[src/source/rename_params_pkg.sv]
package rename_params_pkg;

    // Architectural register space, RV32I
    localparam int ARCH_REGS = 32;
    localparam int ARCH_IDX_W = 5;

    // Physical register file size
    // Indices below ARCH_REGS are owned by the reset mapping
    localparam int PR_ENTRIES_DEF = 64;

    // In-flight window
    localparam int ROB_DEPTH_DEF = 8;

    // Dispatch buffering ahead of rename
    localparam int IQ_DEPTH_DEF = 4;

endpackage

[src/source/rename_types_pkg.sv]
package rename_types_pkg;
    import rename_params_pkg::*;

    // Index width for a count of physical registers
    function automatic int pr_idx_w(input int count);
        return (count > 1) ? $clog2(count) : 1;
    endfunction

    // Index width for a count of ROB slots
    function automatic int rob_idx_w(input int count);
        return (count > 1) ? $clog2(count) : 1;
    endfunction

    // Physical index width carried in ROB entries
    localparam int PR_IDX_W = pr_idx_w(PR_ENTRIES_DEF);

    // Dispatched instruction, register fields only
    typedef struct packed {
        logic                  has_rd;
        logic [ARCH_IDX_W-1:0] rd;
        logic [ARCH_IDX_W-1:0] rs1;
        logic [ARCH_IDX_W-1:0] rs2;
    } arch_inst_t;

    // One ROB slot
    // old_prd goes back to the free list at commit
    typedef struct packed {
        logic                  done;
        logic                  has_rd;
        logic [ARCH_IDX_W-1:0] rd;
        logic [PR_IDX_W-1:0]   prd;
        logic [PR_IDX_W-1:0]   old_prd;
    } rob_entry_t;

endpackage

[src/source/rob_alloc_if.sv]
`timescale 1ns/1ps

interface rob_alloc_if
import rename_params_pkg::*, rename_types_pkg::*;
#(
    parameter int ROB_DEPTH = ROB_DEPTH_DEF
) ();

    // Allocation side
    logic                          alloc;
    rob_entry_t                    alloc_entry;
    logic                          full;
    logic [rob_idx_w(ROB_DEPTH)-1:0] next_id;

    // Commit side
    logic                          retire;
    logic                          head_valid;
    logic                          head_done;
    rob_entry_t                    head_entry;

    modport ctrl (
        output alloc, alloc_entry, retire,
        input  full, next_id, head_valid, head_done, head_entry
    );

    modport rob (
        input  alloc, alloc_entry, retire,
        output full, next_id, head_valid, head_done, head_entry
    );

endinterface

[src/source/circular_queue.sv]
`timescale 1ns/1ps

module circular_queue #(
    parameter int  DEPTH           = 4,
    parameter type payload_t       = logic [7:0],
    parameter bit  INIT_SEQUENTIAL = 1'b0,
    parameter int  INIT_BASE       = 0
)
(
    input  logic     clk,
    input  logic     rst,

    input  logic     push,
    input  payload_t in_data,

    input  logic     pop,
    output payload_t out_data,

    output logic     empty,
    output logic     full
);

    localparam int PTR_W     = (DEPTH > 1) ? $clog2(DEPTH) : 1;
    localparam int CNT_W     = $clog2(DEPTH + 1);
    localparam int PAYLOAD_W = $bits(payload_t);

    payload_t         mem [DEPTH];
    logic [PTR_W-1:0] head_q;
    logic [PTR_W-1:0] tail_q;
    logic [CNT_W-1:0] count_q;

    // Ring increment, DEPTH need not be a power of two
    function automatic logic [PTR_W-1:0] ptr_next(input logic [PTR_W-1:0] ptr);
        return (ptr == PTR_W'(DEPTH - 1)) ? '0 : ptr + 1'b1;
    endfunction

    assign empty    = (count_q == '0);
    assign full     = (count_q == CNT_W'(DEPTH));
    // Head visible before the pop edge
    assign out_data = mem[head_q];

    always_ff @(posedge clk) begin
        if (rst) begin
            head_q <= '0;
            tail_q <= '0;
            if (INIT_SEQUENTIAL) begin
                // Starts full, tail wrapped back onto head
                count_q <= CNT_W'(DEPTH);
                for (int i = 0; i < DEPTH; i++) begin
                    mem[i] <= payload_t'(PAYLOAD_W'(INIT_BASE + i));
                end
            end else begin
                count_q <= '0;
            end
        end else begin
            if (push) begin
                mem[tail_q] <= in_data;
                tail_q      <= ptr_next(tail_q);
            end
            if (pop) begin
                head_q <= ptr_next(head_q);
            end
            // Simultaneous push and pop keeps the count
            case ({push, pop})
                2'b10:   count_q <= count_q + 1'b1;
                2'b01:   count_q <= count_q - 1'b1;
                default: count_q <= count_q;
            endcase
        end
    end

    // Producer holds off on full unless the head leaves on the same edge
    assert property (@(posedge clk) disable iff (rst) (push && full) |-> pop)
        else $error("push into full queue");

    // Consumer only pops what is there
    assert property (@(posedge clk) disable iff (rst) pop |-> !empty)
        else $error("pop from empty queue");

endmodule : circular_queue

[src/source/register_alias_table.sv]
`timescale 1ns/1ps

module register_alias_table
import rename_params_pkg::*, rename_types_pkg::*;
#(
    parameter  int PR_ENTRIES = PR_ENTRIES_DEF,
    localparam int PRW        = pr_idx_w(PR_ENTRIES)
)
(
    input  logic                  clk,
    input  logic                  rst,

    // Lookup ports, all combinational
    input  logic [ARCH_IDX_W-1:0] rs1,
    input  logic [ARCH_IDX_W-1:0] rs2,
    input  logic [ARCH_IDX_W-1:0] rd,
    output logic [PRW-1:0]        prs1,
    output logic [PRW-1:0]        prs2,
    output logic [PRW-1:0]        cur_prd,

    // New mapping for rd
    input  logic                  we,
    input  logic [PRW-1:0]        new_prd
);

    logic [PRW-1:0] map_q [ARCH_REGS];

    // Reads see the map before this edge's write
    assign prs1    = map_q[rs1];
    assign prs2    = map_q[rs2];
    // Mapping being replaced, kept in the ROB as old_prd
    assign cur_prd = map_q[rd];

    always_ff @(posedge clk) begin
        if (rst) begin
            // Identity, x0 stays on p0 forever
            for (int i = 0; i < ARCH_REGS; i++) begin
                map_q[i] <= PRW'(i);
            end
        end else if (we && (rd != '0)) begin
            map_q[rd] <= new_prd;
        end
    end

    // Control filters out x0 destinations before they reach the map
    assert property (@(posedge clk) disable iff (rst) we |-> (rd != '0))
        else $error("RAT write to x0");

endmodule : register_alias_table

[src/source/reorder_buffer.sv]
`timescale 1ns/1ps

module reorder_buffer
import rename_params_pkg::*, rename_types_pkg::*;
#(
    parameter  int ROB_DEPTH  = ROB_DEPTH_DEF,
    parameter  int PR_ENTRIES = PR_ENTRIES_DEF,
    localparam int RIW        = rob_idx_w(ROB_DEPTH)
)
(
    input  logic           clk,
    input  logic           rst,

    rob_alloc_if.rob       alloc_bus,

    // Completion write port
    input  logic           wb_valid,
    input  logic [RIW-1:0] wb_rob_id
);

    rob_entry_t           entries [ROB_DEPTH];
    logic [ROB_DEPTH-1:0] valid_q;
    logic [RIW-1:0]       head_q;
    logic [RIW-1:0]       tail_q;

    // Ring increment for non power of two depths
    function automatic logic [RIW-1:0] ptr_next(input logic [RIW-1:0] ptr);
        return (ptr == RIW'(ROB_DEPTH - 1)) ? '0 : ptr + 1'b1;
    endfunction

    // Tail slot still occupied means no room
    assign alloc_bus.full       = valid_q[tail_q];
    assign alloc_bus.next_id    = tail_q;

    // Oldest instruction
    assign alloc_bus.head_valid = valid_q[head_q];
    assign alloc_bus.head_done  = valid_q[head_q] && entries[head_q].done;
    assign alloc_bus.head_entry = entries[head_q];

    // Occupancy and pointers
    always_ff @(posedge clk) begin
        if (rst) begin
            valid_q <= '0;
            head_q  <= '0;
            tail_q  <= '0;
        end else begin
            if (alloc_bus.alloc) begin
                valid_q[tail_q] <= 1'b1;
                tail_q          <= ptr_next(tail_q);
            end
            // Head and tail differ whenever both fire
            if (alloc_bus.retire) begin
                valid_q[head_q] <= 1'b0;
                head_q          <= ptr_next(head_q);
            end
        end
    end

    // Entry payload
    always_ff @(posedge clk) begin
        if (alloc_bus.alloc) begin
            entries[tail_q]      <= alloc_bus.alloc_entry;
            entries[tail_q].done <= 1'b0;
        end
        // CDB style completion
        if (wb_valid) begin
            entries[wb_rob_id].done <= 1'b1;
        end
    end

    // Each live entry completes exactly once
    assert property (@(posedge clk) disable iff (rst)
        wb_valid |-> (valid_q[wb_rob_id] && !entries[wb_rob_id].done))
        else $error("completion for idle or finished ROB entry");

endmodule : reorder_buffer

[src/source/rename_control.sv]
`timescale 1ns/1ps

module rename_control
import rename_params_pkg::*, rename_types_pkg::*;
#(
    parameter  int PR_ENTRIES = PR_ENTRIES_DEF,
    parameter  int ROB_DEPTH  = ROB_DEPTH_DEF,
    localparam int PRW        = pr_idx_w(PR_ENTRIES),
    localparam int RIW        = rob_idx_w(ROB_DEPTH)
)
(
    input  logic                  clk,
    input  logic                  rst,

    // Instruction queue
    input  logic                  iq_empty,
    input  arch_inst_t            iq_inst,
    output logic                  iq_pop,

    // Free list
    input  logic                  fl_empty,
    input  logic [PRW-1:0]        fl_prd,
    output logic                  fl_pop,
    output logic                  fl_push,
    output logic [PRW-1:0]        fl_push_prd,

    // RAT
    output logic                  rat_we,
    output logic [ARCH_IDX_W-1:0] rat_rd,
    output logic [ARCH_IDX_W-1:0] rat_rs1,
    output logic [ARCH_IDX_W-1:0] rat_rs2,
    input  logic [PRW-1:0]        rat_prs1,
    input  logic [PRW-1:0]        rat_prs2,
    input  logic [PRW-1:0]        rat_cur_prd,

    rob_alloc_if.ctrl             alloc_bus,

    // Renamed record, one cycle after the rename edge
    output logic                  ren_valid,
    output logic [RIW-1:0]        ren_rob_id,
    output logic [PRW-1:0]        ren_prd,
    output logic [PRW-1:0]        ren_prs1,
    output logic [PRW-1:0]        ren_prs2,

    // Retired record, one cycle after the commit edge
    output logic                  commit_valid,
    output logic [ARCH_IDX_W-1:0] commit_rd,
    output logic [PRW-1:0]        commit_prd,
    output logic [PRW-1:0]        commit_old_prd,
    output logic                  commit_has_rd
);

    typedef struct packed {
        logic [RIW-1:0] rob_id;
        logic [PRW-1:0] prd;
        logic [PRW-1:0] prs1;
        logic [PRW-1:0] prs2;
    } renamed_inst_t;

    logic          needs_rd;
    logic          do_rename;
    logic          do_commit;
    renamed_inst_t ren_d;
    renamed_inst_t ren_q;
    rob_entry_t    commit_q;

    // x0 destination behaves as no destination
    assign needs_rd  = iq_inst.has_rd && (iq_inst.rd != '0);
    // Need an instruction, a ROB slot, and a register if it writes one
    assign do_rename = !iq_empty && !alloc_bus.full && (!fl_empty || !needs_rd);
    // Head retires the edge after it completes
    assign do_commit = alloc_bus.head_valid && alloc_bus.head_done;

    assign iq_pop  = do_rename;
    assign fl_pop  = do_rename && needs_rd;

    assign rat_we  = do_rename && needs_rd;
    assign rat_rd  = iq_inst.rd;
    assign rat_rs1 = iq_inst.rs1;
    assign rat_rs2 = iq_inst.rs2;

    // ROB entry for the instruction being renamed
    assign alloc_bus.alloc               = do_rename;
    assign alloc_bus.alloc_entry.done    = 1'b0;
    assign alloc_bus.alloc_entry.has_rd  = needs_rd;
    assign alloc_bus.alloc_entry.rd      = needs_rd ? iq_inst.rd : '0;
    assign alloc_bus.alloc_entry.prd     = needs_rd ? fl_prd : '0;
    assign alloc_bus.alloc_entry.old_prd = rat_cur_prd;

    // Commit returns the superseded mapping
    assign alloc_bus.retire = do_commit;
    assign fl_push          = do_commit && alloc_bus.head_entry.has_rd;
    assign fl_push_prd      = alloc_bus.head_entry.old_prd;

    always_comb begin
        ren_d.rob_id = alloc_bus.next_id;
        ren_d.prd    = needs_rd ? fl_prd : '0;
        ren_d.prs1   = rat_prs1;
        ren_d.prs2   = rat_prs2;
    end

    always_ff @(posedge clk) begin
        if (rst) begin
            ren_valid    <= 1'b0;
            commit_valid <= 1'b0;
        end else begin
            ren_valid    <= do_rename;
            commit_valid <= do_commit;
        end
    end

    // Payload only, qualified by the valids above
    always_ff @(posedge clk) begin
        if (do_rename) begin
            ren_q <= ren_d;
        end
        if (do_commit) begin
            commit_q <= alloc_bus.head_entry;
        end
    end

    assign ren_rob_id     = ren_q.rob_id;
    assign ren_prd        = ren_q.prd;
    assign ren_prs1       = ren_q.prs1;
    assign ren_prs2       = ren_q.prs2;

    assign commit_rd      = commit_q.rd;
    assign commit_prd     = commit_q.prd;
    assign commit_old_prd = commit_q.old_prd;
    assign commit_has_rd  = commit_q.has_rd;

endmodule : rename_control

[src/source/rename_top.sv]
`timescale 1ns/1ps

module rename_top
import rename_params_pkg::*, rename_types_pkg::*;
#(
    parameter  int PR_ENTRIES = PR_ENTRIES_DEF,
    parameter  int ROB_DEPTH  = ROB_DEPTH_DEF,
    parameter  int IQ_DEPTH   = IQ_DEPTH_DEF,
    localparam int PRW        = pr_idx_w(PR_ENTRIES),
    localparam int RIW        = rob_idx_w(ROB_DEPTH)
)
(
    input  logic                  clk,
    input  logic                  rst,

    // Dispatch
    input  logic                  disp_valid,
    input  arch_inst_t            disp_inst,
    output logic                  disp_ready,

    // Rename result
    output logic                  ren_valid,
    output logic [RIW-1:0]        ren_rob_id,
    output logic [PRW-1:0]        ren_prd,
    output logic [PRW-1:0]        ren_prs1,
    output logic [PRW-1:0]        ren_prs2,

    // Completion
    input  logic                  wb_valid,
    input  logic [RIW-1:0]        wb_rob_id,

    // Commit
    output logic                  commit_valid,
    output logic [ARCH_IDX_W-1:0] commit_rd,
    output logic [PRW-1:0]        commit_prd,
    output logic [PRW-1:0]        commit_old_prd,
    output logic                  commit_has_rd
);

    // Instruction queue
    arch_inst_t iq_inst;
    logic       iq_empty, iq_full, iq_pop;

    // Free list
    logic [PRW-1:0] fl_prd, fl_push_prd;
    logic           fl_empty, fl_pop, fl_push;

    // RAT lookups and update
    logic                  rat_we;
    logic [ARCH_IDX_W-1:0] rat_rd, rat_rs1, rat_rs2;
    logic [PRW-1:0]        rat_prs1, rat_prs2, rat_cur_prd;

    rob_alloc_if #(.ROB_DEPTH(ROB_DEPTH)) alloc_bus ();

    assign disp_ready = !iq_full;

    circular_queue #(.DEPTH(IQ_DEPTH), .payload_t(arch_inst_t)) inst_queue (
        .clk(clk), .rst(rst),
        .push(disp_valid && disp_ready), .in_data(disp_inst),
        .pop(iq_pop), .out_data(iq_inst),
        .empty(iq_empty), .full(iq_full)
    );

    // Holds every register not named by the reset mapping
    circular_queue #(
        .DEPTH(PR_ENTRIES - ARCH_REGS), .payload_t(logic [PRW-1:0]),
        .INIT_SEQUENTIAL(1'b1), .INIT_BASE(ARCH_REGS)
    ) free_list (
        .clk(clk), .rst(rst),
        .push(fl_push), .in_data(fl_push_prd),
        .pop(fl_pop), .out_data(fl_prd),
        .empty(fl_empty), .full()
    );

    // New mapping is the free list head popped on the same edge
    register_alias_table #(.PR_ENTRIES(PR_ENTRIES)) rat_i (
        .clk(clk), .rst(rst),
        .rs1(rat_rs1), .rs2(rat_rs2), .rd(rat_rd),
        .prs1(rat_prs1), .prs2(rat_prs2), .cur_prd(rat_cur_prd),
        .we(rat_we), .new_prd(fl_prd)
    );

    reorder_buffer #(.ROB_DEPTH(ROB_DEPTH), .PR_ENTRIES(PR_ENTRIES)) rob_i (
        .clk(clk), .rst(rst),
        .alloc_bus(alloc_bus.rob),
        .wb_valid(wb_valid), .wb_rob_id(wb_rob_id)
    );

    rename_control #(.PR_ENTRIES(PR_ENTRIES), .ROB_DEPTH(ROB_DEPTH)) control_i (
        .clk(clk), .rst(rst),
        .iq_empty(iq_empty), .iq_inst(iq_inst), .iq_pop(iq_pop),
        .fl_empty(fl_empty), .fl_prd(fl_prd), .fl_pop(fl_pop),
        .fl_push(fl_push), .fl_push_prd(fl_push_prd),
        .rat_we(rat_we), .rat_rd(rat_rd), .rat_rs1(rat_rs1), .rat_rs2(rat_rs2),
        .rat_prs1(rat_prs1), .rat_prs2(rat_prs2), .rat_cur_prd(rat_cur_prd),
        .alloc_bus(alloc_bus.ctrl),
        .ren_valid(ren_valid), .ren_rob_id(ren_rob_id), .ren_prd(ren_prd),
        .ren_prs1(ren_prs1), .ren_prs2(ren_prs2),
        .commit_valid(commit_valid), .commit_rd(commit_rd), .commit_prd(commit_prd),
        .commit_old_prd(commit_old_prd), .commit_has_rd(commit_has_rd)
    );

endmodule : rename_top

[config.mk]
export PLATFORM = sky130hd
export DESIGN_NAME = rename_top
export DESIGN_NICKNAME = d
export VERILOG_FILES = /design/src/source/rename_params_pkg.sv /design/src/source/rename_types_pkg.sv /design/src/source/rob_alloc_if.sv /design/src/source/circular_queue.sv /design/src/source/register_alias_table.sv /design/src/source/reorder_buffer.sv /design/src/source/rename_control.sv /design/src/source/rename_top.sv
export SDC_FILE = /design/constraint.sdc
export NUM_CORES = 1
export LEC_CHECK = 0
export BUFFER_PORTS_ARGS = -buffer_cell sky130_fd_sc_hd__buf_2
export CAP_MARGIN = 15
export CORE_MARGIN = 2
export CORE_UTILIZATION = 45
export CTS_BUF_LIST = sky130_fd_sc_hd__clkbuf_4 sky130_fd_sc_hd__clkbuf_8
export DETAILED_ROUTE_END_ITERATION = 8
export GPL_TIMING_DRIVEN = 0
export PLACE_DENSITY_LB_ADDON = 0.2
export SLEW_MARGIN = 20
export SYNTH_ARGS = -nofsm -noshare
export SYNTH_HDL_FRONTEND = slang
export SYNTH_SLANG_ARGS = --single-unit
[constraint.sdc]
create_clock -name clk -period 4.5 [get_ports clk]
set_clock_uncertainty 0.1 [all_clocks]
set_input_delay 0.225 -clock clk [delete_from_list [all_inputs] [get_ports clk]]
set_output_delay 0.225 -clock clk [all_outputs]
set_load 0.01 [all_outputs]
==> metrics <==
netlist area before placement=roughly 33,000 sq um; die width=274 microns; Die Y-Extent=about 270 microns; drt drc=0; WL per Instance=between 20 and 30 microns; Detailed Routing Iterations Pass 1=6; I/O pin count=65; starting density of the core=0.453; number of antenna violations at the first check in global routing=1; RSZ-0062 raised after global routing=yes; largest net degree at the start of global routing=32; worst vdd rail ir drop=approximately 0.00040 V; root buffer cell=clkbuf_8; asr flop ratio synth=0; status=finished clean; clock slew at reported path FFs=roughly 0.06 ns; worst path arrival time=just under 5 ns; placed cell count=approximately 3,700; Lkg Pwr=around 13 nW; Slew Viols, Final=0; Crit Path Max Fanout=13; cell row count=99; final worst-path cycle share=0.968; Worst Path Required=between 5 and 6 ns; synth warn=0; Post-DP Area=roughly 35,000 sq um; core area=between 70,000 and 80,000 sq um; hold crit path type=in -> reg; adder-cell share of the synthesized area=0.00822; Tmin final=between 4 and 5 ns; compound-gate portion of the synthesized area=0.0369; Final Core Density=0.513; CP Class=reg -> reg; Hold Fails Final Rpt=0; routability cong.=0.993; CTS tree=yes; Clock Sinks=~690; part of the Yosys area used for sequential elements=0.611; synthesized-area fraction occupied by and/or/nand/nor cells=0.168; largest family of logic cells by synthesized area=simple AND/OR/NAND/NOR gates; vias in the first global route=23,500; commonest non-fill, non-tap cell in the layout=edfxtp_1; proportion of layout cells with a drive suffix above 1=0.172; Slew Limit Headroom=0.163; Final ANT Viol Nets=0; Final setup viols=0; DP HPWL=82.6 mm; Max Cap Viol=0; actual slew at the worst max-slew pin=1.25 ns; synthesized flop and latch total=between 600 and 700; drt total wl=roughly 110 mm; routed vias=around 24,000; startpoint types=register; Die ar.=75,200 sq um; Synth Area in XOR/XNOR=0.00160; PD cells=between 600 and 700 nW/um^2; IO Port Bufs=64; fmax=~0.23 GHz; synthesized netlist cell count=2,636; most frequent cells in the layout=edfxtp_1 (631), nand2_1 (524), nor2_1 (220); Setup crit end kind=register; vias per inst=6.10; Avg Cell Area, Syn=12.5 sq um; fin worst setup slack=about 0.14 ns; main flop type after synthesis=edfxtp_1; number of synthesized flops with an enable pin=around 630; Setup TNS Final=0 ns; Area Overhead vs Synth=13.4%; Synth cell types=between 60 and 70; grt total ovfl=0; first-iteration detailed-routing DRC count=2,979; GRT Util Overall=0.302; finished layout cell area=between 30,000 and 40,000 sq um; Max clock buf depth=3; Layout Cells excl Fill=around 4,000; CTS buffer count=about 110; first-pass GRT wire length=between 150 and 200 mm; Layout Nets=between 2,000 and 3,000; H-tree depth=3; mux share of post-synthesis cell area=0.147; clock latency on the worst-skew pair=roughly 0.76 ns; Setup Slack @ Placement=-1.05 ns
==> synth_stat cells (3+ instances only) <==
cell type  number  share of area
edfxtp_1      631           0.58
nand2_1       524          0.060
nor2_1        221          0.025
mux2i_1       204          0.062
nand3_1       181          0.028
clkbuf_1      154          0.018
mux4_2        112          0.077
dfxtp_1        57          0.035
nand2b_1       50         0.0095
a22oi_1        48          0.011
nand4_1        35         0.0067
and3_1         31         0.0059
and2_1         29         0.0055
nor3_1         26         0.0040
a32oi_1        24         0.0064
inv_1          24         0.0027
buf_2          22         0.0033
mux2_2         22         0.0075
a21oi_1        21         0.0032
ha_1           20         0.0076
buf_1          19         0.0022
nor2b_1        18         0.0034
or2_2          16         0.0030
a221oi_1       13         0.0035
a22o_1         13         0.0035
nor4b_1        13         0.0035
or4b_2         10         0.0030
nand3b_1        9         0.0021
o22ai_1         8         0.0015
nor3b_1         7         0.0016
o21ai_0         7         0.0011
or3_1           6         0.0011
a31oi_1         5        0.00095
xor2_1          5         0.0013
a311oi_1        4         0.0011
buf_6           3         0.0010
nor4_1          3        0.00057
o21a_1          3        0.00069
or2_1           3        0.00057
or3b_2          3        0.00080
==> critical path: stages (launching register included) <==
cell and delay [ns]:
dfxtp_1 0.37, buf_8 0.18, mux4_2 0.66, or3_4 0.45, o31ai_4 0.35, inv_4 0.15
nand2_4 0.15, inv_4 0.13, ha_1 0.25, clkbuf_4 0.20, xor2_1 0.14, ha_1 0.18
a21oi_2 0.05, nor2b_1 0.11, o21ai_0 0.09, a21o_1 0.17, a31oi_1 0.16, mux2_2 0.35
==> registers in the layout, summed over array words and instances, names as in the netlist, 2 cells and up, named ones only <==
register	count
free_list.count_q	6
control_i.commit_prd	6
rob_i.entries	152
free_list.head_q	5
rob_i.valid_q	8
rat_i.map_q	192
control_i.commit_rd	5
free_list.mem	192
control_i.ren_prs1	6
control_i.ren_rob_id	3
rob_i.alloc_bus.next_id	3
control_i.ren_prd	6
control_i.commit_old_prd	6
control_i.ren_prs2	6
rob_i.head_q	3
free_list.tail_q	5
inst_queue.mem	64
inst_queue.head_q	2
inst_queue.count_q	3
inst_queue.tail_q	2
==> layout make-up <==
| class | count | area (sq um) |
|---|---|---|
| clock buffer | 155 | 1920 |
| inverter | 26 | 103 |
| buffer | 196 | 843 |
| multi-input combinational | 1728 | 12000 |
| clock inverter | 58 | 410 |
| antenna | 4 | 10.0 |
| tap | 959 | 1200 |
| timing repair buffer | 103 | 683 |
| sequential | 688 | 20100 |
| fill | 6406 | 35300 |
==> metrics by stage <==
step           power, W  hold slack (ns)
2_1_floorplan    0.0133            0.224
3_3_place_gp     0.0168            0.335
3_5_place_dp     0.0169            0.344
4_1_cts          0.0226           0.0916
5_1_grt          0.0235            0.152
6_report         0.0228            0.130
==> per-layer routing <==
layer / part of all wire / up-vias / global-route usage
li1: - / 10200 / -
met4: 0.058 / 0 / 0.162
met1: 0.39 / 12000 / 0.396
met2: 0.47 / 1379 / 0.484
met5: 0 / - / 0
met3: 0.082 / 310 / 0.0496
==> power breakdown <==
group          total (W)  internal, W  switching (W)
Clock            0.00567      0.00302        0.00264
Combinational    0.00894      0.00259        0.00636
Sequential       0.00817      0.00793       0.000237
Total             0.0228       0.0135        0.00924
==> cell families after synthesis <==
group,Yosys count
compound gates,159
flops,688
mux,339
other cells,1
fa+ha+maj,21
simple gates,1197
xor+xnor,6
buf+inv,225
==> timing repair <==
| action | in CTS | in global routing |
|---|---|---|
| hold endpoints to repair | 74 | 0 |
| buffers inserted | 1 | 6 |
| hold buffers | 23 | 0 |
| setup endpoints to repair | 113 | 10 |
| gates resized for setup | 24 | 12 |
| pin swaps | 1 | 1 |
==> worst paths after layout <==
path                            slack, ns            startpoint                    to  cells past startpoint
worst min-delay path                 0.13          disp_inst[4]  inst_queue.mem[0][4]                      2
worst min register to register       0.36  rob_i.entries[6][18]  rob_i.entries[6][18]                      2
worst max register to register       0.14              register  free_list.count_q[4]                     17
worst max-delay path                 0.14              register  free_list.count_q[4]                     17
Power figures use the tool's default switching activity.
